<file path="config.mk">
export PLATFORM = sky130hd
export DESIGN_NAME = video_timing_flat
export DESIGN_NICKNAME = d
export VERILOG_FILES = /design/src/common/frame_grab_pkg.sv /design/src/common/video_timing_if.sv /design/src/verilog/video_timing.sv /design/src/flat_wrapper.sv
export SDC_FILE = /design/constraint.sdc
export NUM_CORES = 1
export LEC_CHECK = 0
export BUFFER_PORTS_ARGS = -buffer_cell sky130_fd_sc_hd__buf_2
export CORE_AREA = 8 8 83 48
export DETAILED_ROUTE_END_ITERATION = 8
export DIE_AREA = 0 0 91 56
export PLACE_DENSITY = 0.75
export SLEW_MARGIN = 30
export SYNTH_ARGS = -nofsm -noshare
export SYNTH_HDL_FRONTEND = slang
export SYNTH_SLANG_ARGS = --single-unit
</file>
<file path="constraint.sdc">
create_clock -name clk -period 4.3 [get_ports clk]
set_input_delay 0.215 -clock clk [delete_from_list [all_inputs] [get_ports clk]]
set_output_delay 0.215 -clock clk [all_outputs]
set_load 0.05 [all_outputs]
</file>
<file path="src/common/frame_grab_pkg.sv">
`default_nettype none

package frame_grab_pkg;

   ////////////////////////////////////////
   // widths
   ////////////////////////////////////////

   // pixel count across the full line, porches included
   localparam int HCOUNT_W = 11;
   // line count across the full frame
   localparam int VCOUNT_W = 10;
   // frame store address, enough for a 640x400 window
   localparam int ADDR_W = 18;

   ////////////////////////////////////////
   // default 1024x768 raster
   ////////////////////////////////////////

   // horizontal, 1344 clocks per line
   localparam int DEF_H_ACTIVE = 1024;
   localparam int DEF_H_FRONT = 24;
   localparam int DEF_H_SYNC = 136;
   localparam int DEF_H_BACK = 160;

   // vertical, 806 lines per frame
   localparam int DEF_V_ACTIVE = 768;
   localparam int DEF_V_FRONT = 9;
   localparam int DEF_V_SYNC = 6;
   localparam int DEF_V_BACK = 23;

   // capture window, anchored at the frame origin
   localparam int DEF_WIN_W = 640;
   localparam int DEF_WIN_H = 400;

   typedef logic [HCOUNT_W-1:0] hcount_t;
   typedef logic [VCOUNT_W-1:0] vcount_t;
   typedef logic [ADDR_W-1:0] addr_t;

   // full colour pixel as it enters and leaves
   typedef struct packed {
      logic [7:0] red;
      logic [7:0] green;
      logic [7:0] blue;
   } rgb24_t;

   // reduced pixel as it sits in the frame store
   typedef struct packed {
      logic [2:0] red;
      logic [2:0] green;
      logic [1:0] blue;
   } rgb332_t;

   // what the output stage shows for one position
   typedef enum logic [1:0] {
      SRC_BLACK  = 2'd0,
      SRC_WHITE  = 2'd1,
      SRC_STORED = 2'd2
   } pix_src_t;

endpackage

`default_nettype wire

</file>
<file path="src/common/video_timing_if.sv">
`timescale 1ns/1ns
`default_nettype none

interface video_timing_if;
   import frame_grab_pkg::*;

   // raster position, advances once per clock
   hcount_t hcount;
   vcount_t vcount;
   // active low syncs
   logic hsync;
   logic vsync;
   // high outside the active area
   logic blank;

   // driven by the timing generator
   modport source (output hcount, vcount, hsync, vsync, blank);

   // read by capture and output stages
   modport sink (input hcount, vcount, hsync, vsync, blank);

endinterface

`default_nettype wire

</file>
<file path="src/verilog/video_timing.sv">
`timescale 1ns/1ns
`default_nettype none

module video_timing #(
   parameter int H_ACTIVE = frame_grab_pkg::DEF_H_ACTIVE,
   parameter int H_FRONT = frame_grab_pkg::DEF_H_FRONT,
   parameter int H_SYNC = frame_grab_pkg::DEF_H_SYNC,
   parameter int H_BACK = frame_grab_pkg::DEF_H_BACK,
   parameter int V_ACTIVE = frame_grab_pkg::DEF_V_ACTIVE,
   parameter int V_FRONT = frame_grab_pkg::DEF_V_FRONT,
   parameter int V_SYNC = frame_grab_pkg::DEF_V_SYNC,
   parameter int V_BACK = frame_grab_pkg::DEF_V_BACK
) (
   input  logic           clk,
   input  logic           arst_n,
   video_timing_if.source tim
);
   import frame_grab_pkg::*;

   ////////////////////////////////////////
   // raster limits
   ////////////////////////////////////////

   // last count before each counter wraps
   localparam hcount_t H_LAST = hcount_t'(H_ACTIVE + H_FRONT + H_SYNC + H_BACK - 1);
   localparam vcount_t V_LAST = vcount_t'(V_ACTIVE + V_FRONT + V_SYNC + V_BACK - 1);

   // end of active area
   localparam hcount_t H_ACT_END = hcount_t'(H_ACTIVE);
   localparam vcount_t V_ACT_END = vcount_t'(V_ACTIVE);

   // sync pulse sits right after the front porch
   localparam hcount_t HS_START = hcount_t'(H_ACTIVE + H_FRONT);
   localparam hcount_t HS_END = hcount_t'(H_ACTIVE + H_FRONT + H_SYNC);
   localparam vcount_t VS_START = vcount_t'(V_ACTIVE + V_FRONT);
   localparam vcount_t VS_END = vcount_t'(V_ACTIVE + V_FRONT + V_SYNC);

   hcount_t h_next;
   vcount_t v_next;
   logic    h_wrap;

   // position for the next clock
   always_comb begin
      h_wrap = (tim.hcount == H_LAST);
      h_next = h_wrap ? '0 : tim.hcount + hcount_t'(1);
      // line count only moves at the end of a line
      if (h_wrap) begin
         v_next = (tim.vcount == V_LAST) ? '0 : tim.vcount + vcount_t'(1);
      end else begin
         v_next = tim.vcount;
      end
   end

   ////////////////////////////////////////
   // registered counts, syncs and blank
   ////////////////////////////////////////

   // syncs and blank decode the next position, so all five
   // signals describe the same raster point in the same cycle
   always_ff @(posedge clk or negedge arst_n) begin
      if (!arst_n) begin
         tim.hcount <= '0;
         tim.vcount <= '0;
         tim.hsync <= 1'b1;
         tim.vsync <= 1'b1;
         tim.blank <= 1'b0;
      end else begin
         tim.hcount <= h_next;
         tim.vcount <= v_next;
         tim.hsync <= !((h_next >= HS_START) && (h_next < HS_END));
         tim.vsync <= !((v_next >= VS_START) && (v_next < VS_END));
         // blank covers both porches and both syncs
         tim.blank <= (h_next >= H_ACT_END) || (v_next >= V_ACT_END);
      end
   end

endmodule

`default_nettype wire

</file>
<file path="src/flat_wrapper.sv">
// flat-port wrapper written by rule: the top's interface ports become plain ports
module video_timing_flat import frame_grab_pkg::*;
#(
   parameter int H_ACTIVE = frame_grab_pkg::DEF_H_ACTIVE,
   parameter int H_FRONT = frame_grab_pkg::DEF_H_FRONT,
   parameter int H_SYNC = frame_grab_pkg::DEF_H_SYNC,
   parameter int H_BACK = frame_grab_pkg::DEF_H_BACK,
   parameter int V_ACTIVE = frame_grab_pkg::DEF_V_ACTIVE,
   parameter int V_FRONT = frame_grab_pkg::DEF_V_FRONT,
   parameter int V_SYNC = frame_grab_pkg::DEF_V_SYNC,
   parameter int V_BACK = frame_grab_pkg::DEF_V_BACK
)
  (clk, arst_n, tim_hcount, tim_vcount, tim_hsync, tim_vsync, tim_blank);
  video_timing_if tim_i ();
  input  logic clk;
  input  logic arst_n;
  output wire logic [$bits(tim_i.hcount)-1:0] tim_hcount;
  output wire logic [$bits(tim_i.vcount)-1:0] tim_vcount;
  output wire logic [$bits(tim_i.hsync)-1:0] tim_hsync;
  output wire logic [$bits(tim_i.vsync)-1:0] tim_vsync;
  output wire logic [$bits(tim_i.blank)-1:0] tim_blank;
  assign tim_hcount = tim_i.hcount;
  assign tim_vcount = tim_i.vcount;
  assign tim_hsync = tim_i.hsync;
  assign tim_vsync = tim_i.vsync;
  assign tim_blank = tim_i.blank;
  video_timing #(.H_ACTIVE(H_ACTIVE), .H_FRONT(H_FRONT), .H_SYNC(H_SYNC), .H_BACK(H_BACK), .V_ACTIVE(V_ACTIVE), .V_FRONT(V_FRONT), .V_SYNC(V_SYNC), .V_BACK(V_BACK)) u_core (.clk(clk), .arst_n(arst_n), .tim(tim_i));
endmodule
</file>
# Word-level counts from Yosys, hierarchy flattened
# Index checks and enable logic that the tools add are counted.
[totals]
latch_bits = 0
ramBits = 0
rom_bits = 0
n_memories = 0
elab_cells = 23
out_inout_bits = 24
ff_bits = 24
[classes]
n_shift = 0
magnitude_cmp = 6
add_sub_neg = 2
mul = 0
mux = 3
n_reduce_logical = 5
n_bitwise = 0
eq_ne = 2
div = 0
[op_table]
columns = ["op", "n"]
rows = [
  ["11-bit greater-or-equal comparator (second input constant)", 2],
  ["10-bit greater-or-equal comparator (second input constant)", 2],
  ["10-bit two-way mux", 2],
  ["11-bit by 1-bit adder with 11-bit output (second input constant)", 1],
  ["11-bit == test (second input constant)", 1],
  ["11-bit < comparator (second input constant)", 1],
  ["11-bit two-way mux", 1],
  ["10-bit by 1-bit adder with 10-bit output (second input constant)", 1],
  ["10-bit == test (second input constant)", 1],
  ["10-bit < comparator (second input constant)", 1],
  ["1-bit logical AND", 2],
  ["1-bit logical NOT", 2],
  ["1-bit logical OR", 1],
]

# Logic depth before layout (Yosys ltp)
[depth]
ltp_word = 6
depth_mapped = 8
depth_no_buf = 7

# Worst setup path after synthesis
# No wires, ideal clock.
[synth_path]
path_type = "register to register"
startpoint = "register u_core.tim.vcount[0]"
endpoint = "register u_core.tim.vsync"
stages_incl_launch_ff = 7
period_less_slack_ns = 2.403
slack_ns = 1.897
arrival_ns = 2.309
path_buffers = 0
setup_ns = 0.094
cell_sequence = "dfrtp_1 > ha_1 > nand4_1 > nor3b_1 > mux2i_1 > a32o_1 > or4_1"
[synth_via]
elab_chain_cells = 6
word_cells_on_any_way = 8
classes_between = "1 x add/sub; 2 x order compare; 1 x eq/ne; 2 x mux; 2 x reduce/logical"
[synth_lines]
columns = ["element", "line_no", "rtl"]
rows = [
  ["start: declaration", "video_timing_if.sv:17", "modport source (output hcount, vcount, hsync, vsync, blank);"],
  ["start signal: assignment", "video_timing.sv:69", "tim.vcount <= v_next;"],
  ["10-bit by 1-bit adder with 10-bit output / 10-bit == test (equally long branches)", "video_timing.sv:48", "v_next = (tim.vcount == V_LAST) ? '0 : tim.vcount + vcount_t'(1);"],
  ["10-bit two-way mux", "video_timing.sv:48", ""],
  ["10-bit two-way mux *", "video_timing.sv:47", "if (h_wrap) begin"],
  ["10-bit greater-or-equal comparator / 10-bit < comparator (equally long branches)", "video_timing.sv:71", "tim.vsync <= !((v_next >= VS_START) && (v_next < VS_END));"],
  ["1-bit logical AND *", "video_timing.sv:71", ""],
  ["1-bit logical NOT *", "video_timing.sv:71", ""],
  ["end signal: assignment", "video_timing.sv:71", ""],
  ["end: declaration", "video_timing_if.sv:17", ""],
]
# Every way passes the cells marked *; elsewhere a longest branch is shown, timed or not.

# Worst setup path in the final report
[layout_path]
startpoint = "register u_core.tim.hcount[6]"
endpoint = "register u_core.tim.vsync"
[layout_via]
elab_chain_cells = 5
word_cells_on_any_way = 6
classes_between = "2 x order compare; 1 x eq/ne; 1 x mux; 2 x reduce/logical"
[layout_lines]
columns = ["element", "line_no", "rtl"]
rows = [
  ["start: declaration", "video_timing_if.sv:17", ""],
  ["start signal: assignment", "video_timing.sv:68", "tim.hcount <= h_next;"],
  ["11-bit == test *", "video_timing.sv:44", "h_wrap = (tim.hcount == H_LAST);"],
  ["10-bit two-way mux *", "video_timing.sv:47", ""],
  ["named net u_core.v_next[5]", "video_timing.sv:39", "vcount_t v_next;"],
  ["10-bit greater-or-equal comparator / 10-bit < comparator (equally long branches)", "video_timing.sv:71", ""],
  ["1-bit logical AND *", "video_timing.sv:71", ""],
  ["1-bit logical NOT *", "video_timing.sv:71", ""],
]
# The timed path passes the listed nets; every way through them passes the cells marked *.

==> summary.md <==
| Metric | Value |
|---|---|
| N_diodes | 0 |
| Clock-pin slew on the worst setup and hold paths | 90 ps |
| Ys Warns | 0 |
| Setup tns final | 0 ps |
| Worst-Skew Late Latency | 270 ps |
| R2r setup slk | 1910 ps |
| Status | finished, final reports clean |
| Post-synthesis net count | 159 |
| Post-synth top area share | 38.0% |
| Critical path required time | 4500 ps |
| Synth cell types | 47 |
| Post-synth top cells | dfrtp_1 (22), nand2_1 (13), nor2_1 (12) |
| Layout area overhead | 15.5% |
| Final Net Count | 183 |
| # DRC | 0 |
| Tot GR Track Use | 14.0% |
| Crit Path Category | reg2reg |
| 1st-pass router iterations | 4 |
| Register area share after synthesis | 41.6% |
| Initial antenna violation count | 0 |
| Crit Path Max Fanout | 20 |
| Slew HR | 60.0% |
| # clock sinks | 24 |
| WL per Instance | 16.5 µm |
| I/O Buffers | 25 |
| LEAKAGE | 0.724 nW |
| Clock Tree Root | clkbuf_8 |
| H-tree Lvls | 1 |
| Final Skew | 6.68 ps |
| GPL Wtd Cong | 0.891 |
| Starting Density | 51.1% |
| Worst r2r src | u_core.tim.hcount[6] |
| Post-Syn Area | 1450 µm² |
| CTS Buffer Depth | 2 |
| Core area | 2840 µm² |
| Num CTS Buffers | 3 |
| Total congestion overflow | 0 |
| # IOs | 26 |
| Mapped Avg Cell Area | 9.42 µm² |
| Crit path arrival time | 2580 ps |
| Global-route wire length before repair | 6030 µm |
| Via count | 1297 |
| Tot Pwr | 429 µW |
| Hpwl dp | 2670 µm |
| Main flop type after synthesis | dfrtp_1 |
| Routed vias/inst | 5.98 |
| Synth area leaders | dfrtp_1 (38%), dfstp_2 (3.6%), xnor2_1 (3.6%) |
| Final hold violation count | 0 |
| Die Y | 56 µm |
| Fill cell total of the finished layout | 259 |
| Setup crit start kind | flip-flop |
| Die X | 91 µm |
| Hold/Removal Path Class | in2async |
| Num rows | 14 |
| FF-to-FF path depth | 6 |
| Max cap viols | 0 |
| Minimum clock period | 2390 ps |
| Endpoints failing setup | 0 |
| Count leader, synth | dfrtp_1 |
| Reg2reg end | u_core.tim.vsync |
| Post-synth ARST share | 100% |
| Share of cells above drive strength 1 | 22.0% |
| VDD IR-drop max | 0.187 mV |
| DIE AREA | 5100 µm² |
| Biggest area consumer among synthesized cells | dfrtp_1 |
| Final period utilization | 55.6% |
| Pin count of the biggest net entering global routing | 25 |
| Iteration-0 DRC Markers | 128 |
| Vias in the first global route | 1240 |
| WL final | 3590 µm |
| CP endpoint kind | flip-flop |
| Max Slew Vio Count | 0 |
| ANT nets after route | 0 |
| Cell Pwr Density | 256 nW/µm² |
| Post-Synthesis Cells | 154 |
| Post-synth EDFFs | 0 |
| Max Clock Freq | 419 MHz |
| FF+latch count, synth | 24 |
| Least-Margin Pin Slew | 591 ps |
| TritonCTS clock tree | yes |
| RSZ-0062 raised after global routing | no |
[how the worst max path moves through the flow]
stage / from / endpoint / slack (ps) / cells after the start
floorplan: u_core.tim.vcount[0] / u_core.tim.vsync / 1900 / 6
global placement: u_core.tim.hcount[6] / u_core.tim.vsync / 2010 / 6
detailed placement: u_core.tim.hcount[6] / u_core.tim.vsync / 1950 / 6
CTS: u_core.tim.hcount[6] / u_core.tim.vsync / 1930 / 6
global route: u_core.tim.hcount[6] / u_core.tim.vsync / 1830 / 6
finish: u_core.tim.hcount[6] / u_core.tim.vsync / 1910 / 6
[kinds of logic (layout without fill, tap and decap cells)]
logic type | after synthesis | count (layout) | share of synthesized area [%]
and+or+nand+nor | 71 | 71 | 29.3
AOI/OAI and AO/OA | 29 | 29 | 13.0
DFF | 24 | 24 | 41.6
xor gates and xnor gates | 12 | 12 | 7.25
buffers and inverters | 12 | 35 | 4.05
adders and majority gates | 3 | 3 | 2.59
muxes | 3 | 3 | 2.16
[metal layers]
layer / part of all wire (%) / vias to the layer above / GRT usage [%]
met5: 0 / - / 0
met4: 1.6 / 0 / 4.62
met3: 8.7 / 12 / 3.10
met2: 41 / 60 / 20.7
met1: 48 / 608 / 19.5
li1: - / 617 / -
[worst max-delay path, stage by stage, from the launching register on]
cell     delay, ps
dfrtp_1        520
or4b_4         610
nor3_2         160
buf_4          250
o21a_1         150
a21oi_1         80
or4_1          530
[stage by stage]
stage / setup WS, ps / util, % / std cells / hold WS [ps] / area, µm²
after floorplan: 1900 / - / 154 / -80.6 / 1450
after global placement: 2010 / 56.2 / 212 / 222 / 1590
after detailed placement: 1950 / 56.2 / 212 / 228 / 1590
after CTS: 1930 / 59.0 / 217 / 466 / 1680
after global routing: 1830 / 59.0 / 217 / 508 / 1680
final: 1910 / 59.0 / 217 / 452 / 1680
[layout make-up]
cell class	count	area, µm²	area share, %
multi-input combinational	118	793	47.3
sequential	24	603	36.0
timing repair buffer	27	143	8.51
tap	40	50.0	2.99
clock buffer	3	41.3	2.46
clock inverter	1	30.0	1.79
inverter	4	15.0	0.896
[sequential cells by signal, indices dropped and copies added (netlist names)]
| register | flops |
|---|---|
| u_core.tim.hsync | 1 |
| u_core.tim.vcount | 10 |
| u_core.tim.hcount | 11 |
| u_core.tim.vsync | 1 |
| u_core.tim.blank | 1 |
[timing repair]
| action | in CTS | in global routing |
|---|---|---|
| hold endpoints to repair | 22 | 0 |
| endpoints found under the setup margin | 0 | 0 |
| hold buffers | 1 | 0 |
| buffers inserted | 0 | 0 |
| resized for setup | 0 | 0 |
[where the power goes]
part / switching (mW) / internal [mW] / leakage, nW
Clock: 0.0739 / 0.125 / 0.0357
Sequential: 0 / 0.226 / 0.314
Combinational: 0.00430 / 0.000914 / 0.374
Total: 0.0782 / 0.351 / 0.724
[layout by cell type, fill, tap and decap left out, types with 3 or more instances in the layout]
cell type / netlist / layout
ha_1: 3 / 3
nor3_1: 4 / 3
clkbuf_8: 0 / 3
nand2_1: 13 / 13
dfrtp_1: 22 / 22
nor4_1: 5 / 5
xor2_1: 6 / 6
nand4_1: 6 / 6
a21oi_1: 4 / 4
nor2_1: 12 / 12
nand3_1: 9 / 9
o21ai_0: 9 / 9
buf_2: 2 / 25
xnor2_1: 6 / 6
inv_1: 4 / 4
and3_1: 5 / 5
Note: power is estimated with default switching activity, not from simulation.
