## config.mk

```make
export PLATFORM = sky130hd
export DESIGN_NAME = pixel_out_flat
export DESIGN_NICKNAME = d
export VERILOG_FILES = /design/src/common/frame_grab_pkg.sv /design/src/common/video_timing_if.sv /design/src/verilog/pixel_out.sv /design/src/flat_wrapper.sv
export SDC_FILE = /design/constraint.sdc
export NUM_CORES = 1
export LEC_CHECK = 0
export ABC_CLOCK_PERIOD_IN_PS = 800
export BUFFER_PORTS_ARGS = -buffer_cell sky130_fd_sc_hd__buf_4
export CAP_MARGIN = 20
export CORE_ASPECT_RATIO = 0.8
export CORE_MARGIN = 5
export CORE_UTILIZATION = 32
export CTS_BUF_LIST = sky130_fd_sc_hd__clkbuf_4
export DETAILED_ROUTE_END_ITERATION = 12
export PLACE_DENSITY = 0.82
export SLEW_MARGIN = 0
export SYNTH_ARGS = -nofsm -noshare
export SYNTH_HDL_FRONTEND = slang
export SYNTH_SLANG_ARGS = --single-unit
```

## constraint.sdc

```tcl
create_clock -name clk -period 0.8 [get_ports clk]
set_input_delay 0.04 -clock clk [delete_from_list [all_inputs] [get_ports clk]]
set_output_delay 0.04 -clock clk [all_outputs]
set_load 0.01 [all_outputs]
```

## src/common/frame_grab_pkg.sv

```systemverilog
`default_nettype none

package frame_grab_pkg;

   ////////////////////////////////////////
   // widths
   ////////////////////////////////////////

   // pixel count across the full line, porches included
   localparam int HCOUNT_W = 11;
   // line count across the full frame
   localparam int VCOUNT_W = 10;
   // frame store address, enough for a 640x400 window
   localparam int ADDR_W = 18;

   ////////////////////////////////////////
   // default 1024x768 raster
   ////////////////////////////////////////

   // horizontal, 1344 clocks per line
   localparam int DEF_H_ACTIVE = 1024;
   localparam int DEF_H_FRONT = 24;
   localparam int DEF_H_SYNC = 136;
   localparam int DEF_H_BACK = 160;

   // vertical, 806 lines per frame
   localparam int DEF_V_ACTIVE = 768;
   localparam int DEF_V_FRONT = 9;
   localparam int DEF_V_SYNC = 6;
   localparam int DEF_V_BACK = 23;

   // capture window, anchored at the frame origin
   localparam int DEF_WIN_W = 640;
   localparam int DEF_WIN_H = 400;

   typedef logic [HCOUNT_W-1:0] hcount_t;
   typedef logic [VCOUNT_W-1:0] vcount_t;
   typedef logic [ADDR_W-1:0] addr_t;

   // full colour pixel as it enters and leaves
   typedef struct packed {
      logic [7:0] red;
      logic [7:0] green;
      logic [7:0] blue;
   } rgb24_t;

   // reduced pixel as it sits in the frame store
   typedef struct packed {
      logic [2:0] red;
      logic [2:0] green;
      logic [1:0] blue;
   } rgb332_t;

   // what the output stage shows for one position
   typedef enum logic [1:0] {
      SRC_BLACK  = 2'd0,
      SRC_WHITE  = 2'd1,
      SRC_STORED = 2'd2
   } pix_src_t;

endpackage

`default_nettype wire

```

## src/common/video_timing_if.sv

```systemverilog
`timescale 1ns/1ns
`default_nettype none

interface video_timing_if;
   import frame_grab_pkg::*;

   // raster position, advances once per clock
   hcount_t hcount;
   vcount_t vcount;
   // active low syncs
   logic hsync;
   logic vsync;
   // high outside the active area
   logic blank;

   // driven by the timing generator
   modport source (output hcount, vcount, hsync, vsync, blank);

   // read by capture and output stages
   modport sink (input hcount, vcount, hsync, vsync, blank);

endinterface

`default_nettype wire

```

## src/verilog/pixel_out.sv

```systemverilog
`timescale 1ns/1ns
`default_nettype none

module pixel_out (
   input  logic                     clk,
   input  logic                     arst_n,
   video_timing_if.sink             tim,
   input  frame_grab_pkg::pix_src_t src,
   input  frame_grab_pkg::rgb332_t  rdata,
   output logic [7:0]               vga_red,
   output logic [7:0]               vga_green,
   output logic [7:0]               vga_blue,
   output logic                     vga_hsync,
   output logic                     vga_vsync,
   output logic                     vga_blank_n
);
   import frame_grab_pkg::*;

   rgb24_t     pix_sel;
   logic [1:0] hs_pipe;
   logic [1:0] vs_pipe;
   logic [1:0] bn_pipe;

   ////////////////////////////////////////
   // colour select
   ////////////////////////////////////////

   // src and rdata both arrive one clock after the position
   always_comb begin
      case (src)
         SRC_WHITE: begin
            pix_sel = '{red: 8'hff, green: 8'hff, blue: 8'hff};
         end
         SRC_STORED: begin
            // zero fill below the stored bits
            pix_sel = '{red: {rdata.red, 5'd0}, green: {rdata.green, 5'd0},
                        blue: {rdata.blue, 6'd0}};
         end
         default: begin
            pix_sel = '0;
         end
      endcase
   end

   ////////////////////////////////////////
   // output registers
   ////////////////////////////////////////

   // colour is registered once, so it leaves two clocks after
   // the position; syncs and blank get two stages to match
   always_ff @(posedge clk or negedge arst_n) begin
      if (!arst_n) begin
         vga_red <= '0;
         vga_green <= '0;
         vga_blue <= '0;
         hs_pipe <= '1;
         vs_pipe <= '1;
         bn_pipe <= '1;
      end else begin
         vga_red <= pix_sel.red;
         vga_green <= pix_sel.green;
         vga_blue <= pix_sel.blue;
         hs_pipe <= {hs_pipe[0], tim.hsync};
         vs_pipe <= {vs_pipe[0], tim.vsync};
         // DAC wants blank active low
         bn_pipe <= {bn_pipe[0], !tim.blank};
      end
   end

   assign vga_hsync = hs_pipe[1];
   assign vga_vsync = vs_pipe[1];
   assign vga_blank_n = bn_pipe[1];

endmodule

`default_nettype wire

```

## src/flat_wrapper.sv

```systemverilog
// flat-port wrapper written by rule: the top's interface ports become plain ports
module pixel_out_flat import frame_grab_pkg::*;
  (clk, arst_n, src, rdata, vga_red, vga_green, vga_blue, vga_hsync, vga_vsync, vga_blank_n, tim_hcount, tim_vcount, tim_hsync, tim_vsync, tim_blank);
  video_timing_if tim_i ();
  input  logic clk;
  input  logic arst_n;
  input  frame_grab_pkg::pix_src_t src;
  input  frame_grab_pkg::rgb332_t rdata;
  output logic [7:0] vga_red;
  output logic [7:0] vga_green;
  output logic [7:0] vga_blue;
  output logic vga_hsync;
  output logic vga_vsync;
  output logic vga_blank_n;
  input wire logic [$bits(tim_i.hcount)-1:0] tim_hcount;
  input wire logic [$bits(tim_i.vcount)-1:0] tim_vcount;
  input wire logic [$bits(tim_i.hsync)-1:0] tim_hsync;
  input wire logic [$bits(tim_i.vsync)-1:0] tim_vsync;
  input wire logic [$bits(tim_i.blank)-1:0] tim_blank;
  assign tim_i.hcount = tim_hcount;
  assign tim_i.vcount = tim_vcount;
  assign tim_i.hsync = tim_hsync;
  assign tim_i.vsync = tim_vsync;
  assign tim_i.blank = tim_blank;
  pixel_out u_core (.clk(clk), .arst_n(arst_n), .tim(tim_i), .src(src), .rdata(rdata), .vga_red(vga_red), .vga_green(vga_green), .vga_blue(vga_blue), .vga_hsync(vga_hsync), .vga_vsync(vga_vsync), .vga_blank_n(vga_blank_n));
endmodule
```

* Yosys cells after proc, flatten, opt, wreduce, memory -nomap -nowiden
Cells that the tools add are included.
** Word-level totals
- Register bits after elaboration :: 30
- Bits of input ports :: 36
- Output and inout port bits :: 27
- Word-level logic and storage cells :: 10
** Cells by class
- Eq/ne operators :: 2
- Mux-type cells :: 1
- Reductions and logical operators :: 1
** Operator list (count)
- $pmux W24 S2 :: 1
- $eq A2 B1 Y1 const B :: 1
- $eq A2 B2 Y1 const B :: 1
- $logic_not A1 Y1 :: 1

* Logic depth before layout (Yosys ltp)
Gate-level depths: netlist of the first run.
- Depth in word-level cells :: 2
- Gate-level depth with buffers :: 5
- Depth with buffers taken out :: 4

* Worst setup path before layout of the first run
No wires, ideal clock.
- Path kind :: register to output
- Start point :: register u_core.vga_red[4] (netlist name)
- End point :: output port vga_blue[1]
- Data arrival time :: 772 ps
- Required time :: 760 ps
- Path slack :: -12 ps
- Cell stages (with the launch flop) :: 2
- Buffers on the path :: 1
- Cells stage by stage :: dfrtp_1 buf_4
** RTL lines
- to (decl) :: line flat_wrapper.sv:11 : output logic [7:0] vga_blue;

==> impl_results.md, run 1 <==
* Syn_nets at 94
* Setup TNS at -3.631 ns
* Largest net degree at the start of global routing at 16
* Max-Cap Viols at 0
* Row count at 14
* FILL cells at 153
* Critical path required time at 0.76 ns
* DRT iter0 DRCs at 1
* Routed vias at 460
* Leading cell type in the layout, fill and taps excluded: buf_6
* Share of post-route cells with drive strength above 1 at 0.6136
* Worst-skew pair later-pin latency at 0.27 ns
* Vias per cell at 4.107
* RePlAce Congestion at 0.7026
* Worst Setup Path Type: register to output port
* Crit. End Element: output port
* Global route overflow at 0
* Syn Area/Cell at 11.42 sq um
* Skew final at 0.004731 ns
* Initial core utilization at 0.3351
* Post-route DRC at 0
* Worst setup margin at -0.2015 ns
* Clock Sinks at 15
* P per Cell Area at 1625 mW/mm^2
* CTS H-tree depth at 1
* Post-synth top area share at 0.3586
* Core area at 0.001874 sq mm
* Synth Register Bits at 15
* Violated checks: setup timing
* Reg area at 384.1 sq um
* Tmin final at 1.002 ns
* Post-route ant nets at 0
* Height of the die at 49.63 um
* Yosys cell types at 9
* Slew HR at 0.8007
* Hold path start: rdata[3]
* Synth Cell Area at 628.1 sq um
* HP Class: input port to register
* Number of diodes at 0
* Port buffer count at 41
* Placed Instance Area at 840.8 sq um
* Critical R2R Launch: u_core.bn_pipe[0]
* Area contributors post-synth: dfrtp_1, dfstp_2, buf_4
* Design area at 0.001035 sq mm
* Area of the multi-input gates at 107.6 sq um
* Yosys warns at 0
* Seq/Total Area, Yosys at 0.6096
* Mapped Cells at 55
* Via count of the first global-routing pass at 508
* RSZ-0062 raised after global routing: true
* Data arrival time of the worst path at 0.96 ns
* Final Slew Violations at 0
* Reg clk slew, reported paths at 0.08 ns
* Crit path from: u_core.vga_red[4]
* Achievable Freq at 998.5 MHz
* Wire per inst at 14.40 um
* Clock root cell: clkbuf_4
* Die ar. at 0.002954 sq mm
* Total track usage at 0.1160
* Worst vdd ir at 0.7525 mV
* Crit-path max FO at 8
* Final hold vios at 0
* Initial antenna violation count at 0
* Final WL at 1.613 mm
* Router iterations before antenna repair at 3
* CTS tree: built
* Fin nets at 128
* Die X at 59.54 um
* Period utilization at 1.252
* Worst slew pin tran at 0.2989 ns
* Clock tree buffer depth at 2
* Static Leak at 0.5256 nW
* Final setup viols at 27
* Area leader, netlist: dfrtp_1
* Min Hold Slack at 0.009894 ns
* Num CTS Buffers at 3
* DPL Wire Length at 1.109 mm
* Critical Path Source Type: register
* Status: finished, violations left
* First-pass GRT wire length at 2.449 mm
* Synth-to-Final Area Change at 64.74%
* Commonest non-fill, non-tap cells in the layout: buf_6, buf_4, a21oi_1, nor2_1, dfrtp_1
* # IOs at 63
* Final core occ at 0.5521
-- path summary, 6_finish.rpt --
path                                       end  slack (ns)  depth (start not counted)
setup / recovery                  vga_green[4]       -0.20                          2
hold / removal             u_core.vga_green[6]        0.01                          3
setup reg to reg             u_core.bn_pipe[1]        0.22                          0
hold reg to reg              u_core.hs_pipe[1]        0.36                          0
max in group asynchronous    u_core.bn_pipe[1]        0.41                          2
min in group asynchronous  u_core.vga_green[7]        0.15                          2
-- cells by family after synthesis --
group | after synthesis | share of synthesized area
buffers and inverters | 21 | 0.2191
DFF | 15 | 0.6096
AOI/OAI and AO/OA | 8 | 0.06375
and+or+nand+nor | 8 | 0.04781
adders and majority gates | 3 | 0.05977
-- power by group --
group / switching, W / total [W] / internal (W)
Sequential: 0.0000215 / 0.000839 / 0.000817
Clock: 0.000222 / 0.000449 / 0.000227
Combinational: 0.000164 / 0.000394 / 0.000230
-- metrics by stage --
step                worst slack (ns)  power [W]  instances
floorplan                    0.07322   0.001002         55
global placement           -0.002803   0.001143        102
detailed placement          -0.04845   0.001156        102
CTS                          -0.1971   0.001684        112
global route                 -0.2455   0.001766        112
finish                       -0.2015   0.001682        112
-- synthesized netlist by cell type --
library cell  number
buf_4             15
dfrtp_1            9
a21oi_1            8
nor2_1             8
dfstp_2            6
ha_1               3
inv_1              3
buf_2              2
clkbuf_1           1
-- worst max-delay path, cell delays in order (launching register included) --
cell     delay [ns]
dfrtp_2        0.42
buf_6          0.15
buf_6          0.12
-- flip-flops by register name, indices dropped and copies added, names as in the netlist --
register          flops
u_core.bn_pipe        2
u_core.hs_pipe        2
u_core.vga_blue       2
u_core.vga_green      3
u_core.vga_red        4
u_core.vs_pipe        2
-- area by class of cell --
type | count | area share
tap | 24 | 0.02902
timing repair buffer | 47 | 0.4559
multi-input combinational | 19 | 0.1040
clock buffer | 4 | 0.02902
inverter | 3 | 0.01088
sequential | 15 | 0.3712
-- layer usage --
layer	vias to the layer above	share of wire	track usage
li1	220	-	-
met5	-	0	0
met4	0	0.013	0.06642
met3	2	0.021	0.007833
met1	229	0.34	0.1149
met2	9	0.62	0.2273
-- repair_timing --
item | in CTS | in global routing
hold endpoints to repair | 18 | 0
cloned | 0 | 0
buffers inserted | 2 | 0
hold buffers | 4 | 0
resized for setup | 30 | 0
endpoints found under the setup margin | 27 | 27
No activity file was read; power rests on OpenSTA's default activity.
==> run 2, diff against run 1 <==
RECOVER_POWER = 50   (was not set)
TNS_END_PERCENT = 10   (was not set)
==> impl_results.md, run 2 (synthesis gave the netlist of run 1 again) <==
* Status: finished, violations left
* Violated checks: setup timing
* Largest net degree at the start of global routing at 16
* Max FFs per register at 4
* Die ar. at 0.002954 sq mm
* Critical R2R Launch: u_core.bn_pipe[0]
* Layout Cells excl Fill at 112
* Initial antenna violation count at 0
* Final setup viols at 27
* Row count at 14
* Worst setup margin at -0.2015 ns
* Skew final at 0.004250 ns
* Static Leak at 0.5214 nW
* Setup TNS at -3.627 ns
* Leading cell type in the layout, fill and taps excluded: buf_6
* First-pass GRT wire length at 2.449 mm
* Post-route ant nets at 0
* Worst vdd ir at 0.7444 mV
* Worst slew pin tran at 0.3559 ns
* Router iterations before antenna repair at 3
* FILL cells at 155
* HP Class: input port to register
* Commonest non-fill, non-tap cells in the layout: buf_6, buf_4, a21oi_1, nor2_1, dfrtp_1
* Gr busiest metal: met2
* Met2 GRT Util at 0.2273
* Crit path to: vga_green[4]
* Reg clk slew, reported paths at 0.08 ns
* Global route overflow at 0
* Height of the die at 49.63 um
* Reg-to-reg setup timing slack at 0.22 ns
* Number of diodes at 0
* Post-route DRC at 0
* Tmin final at 1.002 ns
* Clock Sinks at 15
* RePlAce Congestion at 0.7026
* Worst Setup Path Type: register to output port
* DRT iter0 DRCs at 1
* Final Slew Violations at 0
* # IOs at 63
* Clk pwr share at 0.267
* Switch share at 0.2426
* Crit Reg-Reg Endpoint: u_core.bn_pipe[1]
* NetSw at 0.0004068 W
* Worst-path cell chain: buf_6 -> buf_6
* Met3 Use GR at 0.007833
* Achievable Freq at 998.5 MHz
* Most used cell along the critical path: buf_6
* Clock root cell: clkbuf_4
* Gate power share at 0.233
* Vias per cell at 4.098
* Final WL at 1.616 mm
* Die X at 59.54 um
* Clock tree buffer depth at 2
* Max incr delay on CP at 0.42 ns
* Routed vias at 459
* Period utilization at 1.252
* Largest regs: u_core.vga_red: 4 flops, u_core.vga_green: 3 flops
* Port buffer count at 41
* Overall power at 0.001677 W
* Via count of the first global-routing pass at 508
* P per Cell Area at 1631 mW/mm^2
* Crit-path max FO at 8
* Reg2reg path depth at 0
* Worst-skew pair later-pin latency at 0.27 ns
* Top reg by flops: u_core.vga_red
* Sequential power share at 0.500
* DP Cell Count at 102
* CTS H-tree depth at 1
* Critical Path Source Type: register
* Final hold vios at 0
* CTS tree: built
* Critical path required time at 0.76 ns
* Total track usage at 0.1160
* RSZ-0062 raised after global routing: true
* Max-Cap Viols at 0
* Slowest CP cell: dfrtp_2
* Share of post-route cells with drive strength above 1 at 0.6023
* Slew HR at 0.7627
* Synth-to-Final Area Change at 63.75%
* Initial core utilization at 0.3351
* Core area at 0.001874 sq mm
* Num CTS Buffers at 3
* Crit. End Element: output port
* Met1 Use GR at 0.1149
* Wire per inst at 14.43 um
* Int Pwr at 0.001270 W
* DPL Wire Length at 1.109 mm
* Data arrival time of the worst path at 0.96 ns
* Fin nets at 128
* Crit path from: u_core.vga_red[4]
run 2: cell count changes in the layout (fill, tap and decap cells not counted), sizes merged:
cell and delta:
clkbuf +2, buf -2
run 2: metrics by stage:
| step | cell area (sq um) | hold WS, ns | utilization | setup WS (ns) |
|---|---|---|---|---|
| 2_1_floorplan | 629.4 | -0.2556 | - | 0.07322 |
| 3_3_place_gp | 840.8 | -0.1084 | 0.4486 | -0.002803 |
| 3_5_place_dp | 840.8 | -0.1030 | 0.4486 | -0.04845 |
| 4_1_cts | 1035 | 0.0001778 | 0.5521 | -0.1971 |
| 5_1_grt | 1028 | 0.02025 | 0.5487 | -0.2455 |
| 6_report | 1028 | 0.009894 | 0.5487 | -0.2015 |
run 2: critical path: cells and delay by family, from the launching register on:
kind / cells / cell delay [ns]
flops: 1 / 0.42
buf+inv: 2 / 0.27
run 2: power groups by stage:
stage	registers (W)	logic (W)	clock network, W
2_1_floorplan	0.000872	0.000130	0
3_3_place_gp	0.000850	0.000293	0
3_5_place_dp	0.000854	0.000302	0
4_1_cts	0.000840	0.000394	0.000451
5_1_grt	0.000845	0.000417	0.000499
6_report	0.000839	0.000390	0.000448
run 2: area by class of cell:
class	instances	area, sq um	share of cell area
well taps	24	30.03	0.02920
flip-flops and latches	15	384.1	0.3735
inverters	3	11.26	0.01095
multi-input cells	19	107.6	0.1046
clock buffers	4	30.03	0.02920
repair buffers	47	465.4	0.4526
run 2: how the worst min path moves through the flow:
stage / end / start / slack, ns / cells after the start
floorplan: u_core.vga_blue[6] / arst_n / -0.26 / 0
global placement: u_core.vga_red[6] / arst_n / -0.11 / 1
detailed placement: u_core.vga_red[7] / arst_n / -0.10 / 1
CTS: u_core.vga_green[6] / rdata[3] / 0.0002 / 3
global route: u_core.vga_red[7] / rdata[7] / 0.02 / 3
finish: u_core.vga_green[6] / rdata[3] / 0.01 / 3
run 2: per-layer routing:
layer / routed length (um) / vias up
li1: - / 221
met1: 554 / 227
met2: 1005 / 9
met3: 36 / 2
met4: 21 / 0
met5: 0 / -
run 2: what timing repair did:
| action | in CTS | in global routing |
|---|---|---|
| hold buffers | 4 | 0 |
| pin swaps | 0 | 0 |
| endpoints found under the setup margin | 27 | 27 |
| setup buffers | 2 | 0 |
| resized for setup | 30 | 0 |
| endpoints found under the hold margin | 18 | 0 |
==> run 3, diff against run 2 <==
CORE_MARGIN = 2   (was 5)
SKIP_LAST_GASP = 1   (was not set)
==> impl_results.md, run 3 (synthesis gave the netlist of run 1 again) <==
* Crit. End Element: output port
* Max-Cap Viols at 0
* Data arrival time of the worst path at 0.97 ns
* Achievable Freq at 992.1 MHz
* Critical Path Source Type: register
* Hold path start: rdata[3]
* Num CTS Buffers at 3
* Router iterations before antenna repair at 2
* Final Slew Violations at 0
* Final hold vios at 0
* DP Cell Count at 102
* Leading cell type in the layout, fill and taps excluded: buf_4
* Crit-path max FO at 8
* RePlAce Congestion at 0.8024
* Area of the multi-input gates at 107.6 sq um
* Total track usage at 0.1380
* Post-route ant nets at 0
* Share of post-route cells with drive strength above 1 at 0.5699
* Wire per inst at 11.87 um
* Critical path required time at 0.76 ns
* DRT iter0 DRCs at 2
* Port buffer count at 41
* Fin nets at 133
* Post-route DRC at 0
* Die X at 53.54 um
* Reg area at 384.1 sq um
* Die ar. at 0.002335 sq mm
* Design area at 0.001035 sq mm
* FILL cells at 177
* Worst vdd ir at 1.156 mV
* Skew final at 0.0002154 ns
* Final WL at 1.389 mm
* Worst slew pin tran at 0.3423 ns
* HP Class: input port to register
* Period utilization at 1.260
* # IOs at 63
* Initial antenna violation count at 0
* DPL Wire Length at 939.2 um
* Worst Setup Path Type: register to output port
* Reg2reg path depth at 0
* Violated checks: setup timing
* P per Cell Area at 1573 mW/mm^2
* Global route overflow at 0
* Worst-skew pair later-pin latency at 0.28 ns
* Clock root cell: clkbuf_4
* Worst setup margin at -0.2079 ns
* Reg-to-reg setup timing slack at 0.23 ns
* Clock tree buffer depth at 2
* Slew HR at 0.7718
* Clock Sinks at 15
* Final setup viols at 27
* Vias per cell at 4.085
* Setup TNS at -3.956 ns
* Row count at 14
* Core area at 0.001874 sq mm
* Max FFs per register at 4
* Via count of the first global-routing pass at 500
* First-pass GRT wire length at 2.228 mm
* Top reg by flops: u_core.vga_red
* Reg clk slew, reported paths at 0.08 ns
* Number of diodes at 0
* Placed Instance Area at 840.8 sq um
* Tmin final at 1.008 ns
* CTS H-tree depth at 1
* Commonest non-fill, non-tap cells in the layout: buf_4, buf_6, dlygate4sd3_1
* Critical R2R Launch: u_core.vs_pipe[0]
* CTS tree: built
* Synth-to-Final Area Change at 64.74%
* Largest net degree at the start of global routing at 16
* Status: finished, violations left
* Largest regs: u_core.vga_red: 4 flops, u_core.vga_green: 3 flops
* Crit path from: u_core.vga_red[4]
* Layout Cells excl Fill at 117
* Height of the die at 43.63 um
* Hold path cells at 3
* Routed vias at 478
* Initial core utilization at 0.3351
* Static Leak at 0.5307 nW
* RSZ-0062 raised after global routing: true
-- run 3: cell count changes in the layout (fill, tap and decap cells not counted) --
cell	delta
dlygate4sd3_1	+5
clkinv_2	+1
clkbuf_4	-1
buf_4	+11
buf_6	-11
-- run 3: final cells by class --
type                    count  area share
repair buffers             52      0.4583
flip-flops and latches     15      0.3712
multi-input cells          19      0.1040
well taps                  24     0.02902
clock buffers               3     0.02177
inverters                   3     0.01088
clock inverters             1    0.004837
-- run 3: what timing repair did --
action | CTS | global route
setup endpoints to repair | 27 | 27
hold endpoints to repair | 23 | 0
buffers inserted | 2 | 0
resized for setup | 19 | 0
hold buffers | 9 | 0
-- run 3: critical path, stage by stage (launching register included) --
cell,delay [ns]
dfrtp_2,0.42
buf_6,0.15
buf_6,0.12
-- run 3: worst paths after layout --
check / endpoint
setup / recovery: vga_blue[3]
hold / removal: u_core.vga_green[6]
setup reg to reg: u_core.vs_pipe[1]
hold reg to reg: u_core.bn_pipe[1]
max in group asynchronous: u_core.bn_pipe[0]
min in group asynchronous: u_core.vga_red[6]
-- run 3: per-layer routing --
| metal | vias up | global-route usage | part of all wire |
|---|---|---|---|
| met5 | - | 0 | 0 |
| met4 | 0 | 0.07692 | 0.041 |
| met3 | 6 | 0.04483 | 0.055 |
| met2 | 19 | 0.2321 | 0.55 |
| met1 | 224 | 0.1527 | 0.35 |
| li1 | 229 | - | - |
-- run 3: report_power, final --
part / internal, W / leakage [nW] / switching (W)
registers: 0.000817 / 0.181 / 0.0000146
clock network: 0.000186 / 0.0177 / 0.000228
logic: 0.000220 / 0.332 / 0.000163
-- run 3: stage by stage --
stage                     power [W]  utilization  setup slack [ns]  hold slack (ns)
after global placement     0.001139       0.4486         -0.001612          -0.1089
after CTS                  0.001648       0.5554           -0.2126         0.001084
after detailed placement   0.001153       0.4486          -0.04005          -0.1019
after global routing       0.001728       0.5521           -0.2529         0.005220
final                      0.001628       0.5521           -0.2079         0.009161
after floorplan            0.001002            -           0.07322          -0.2556
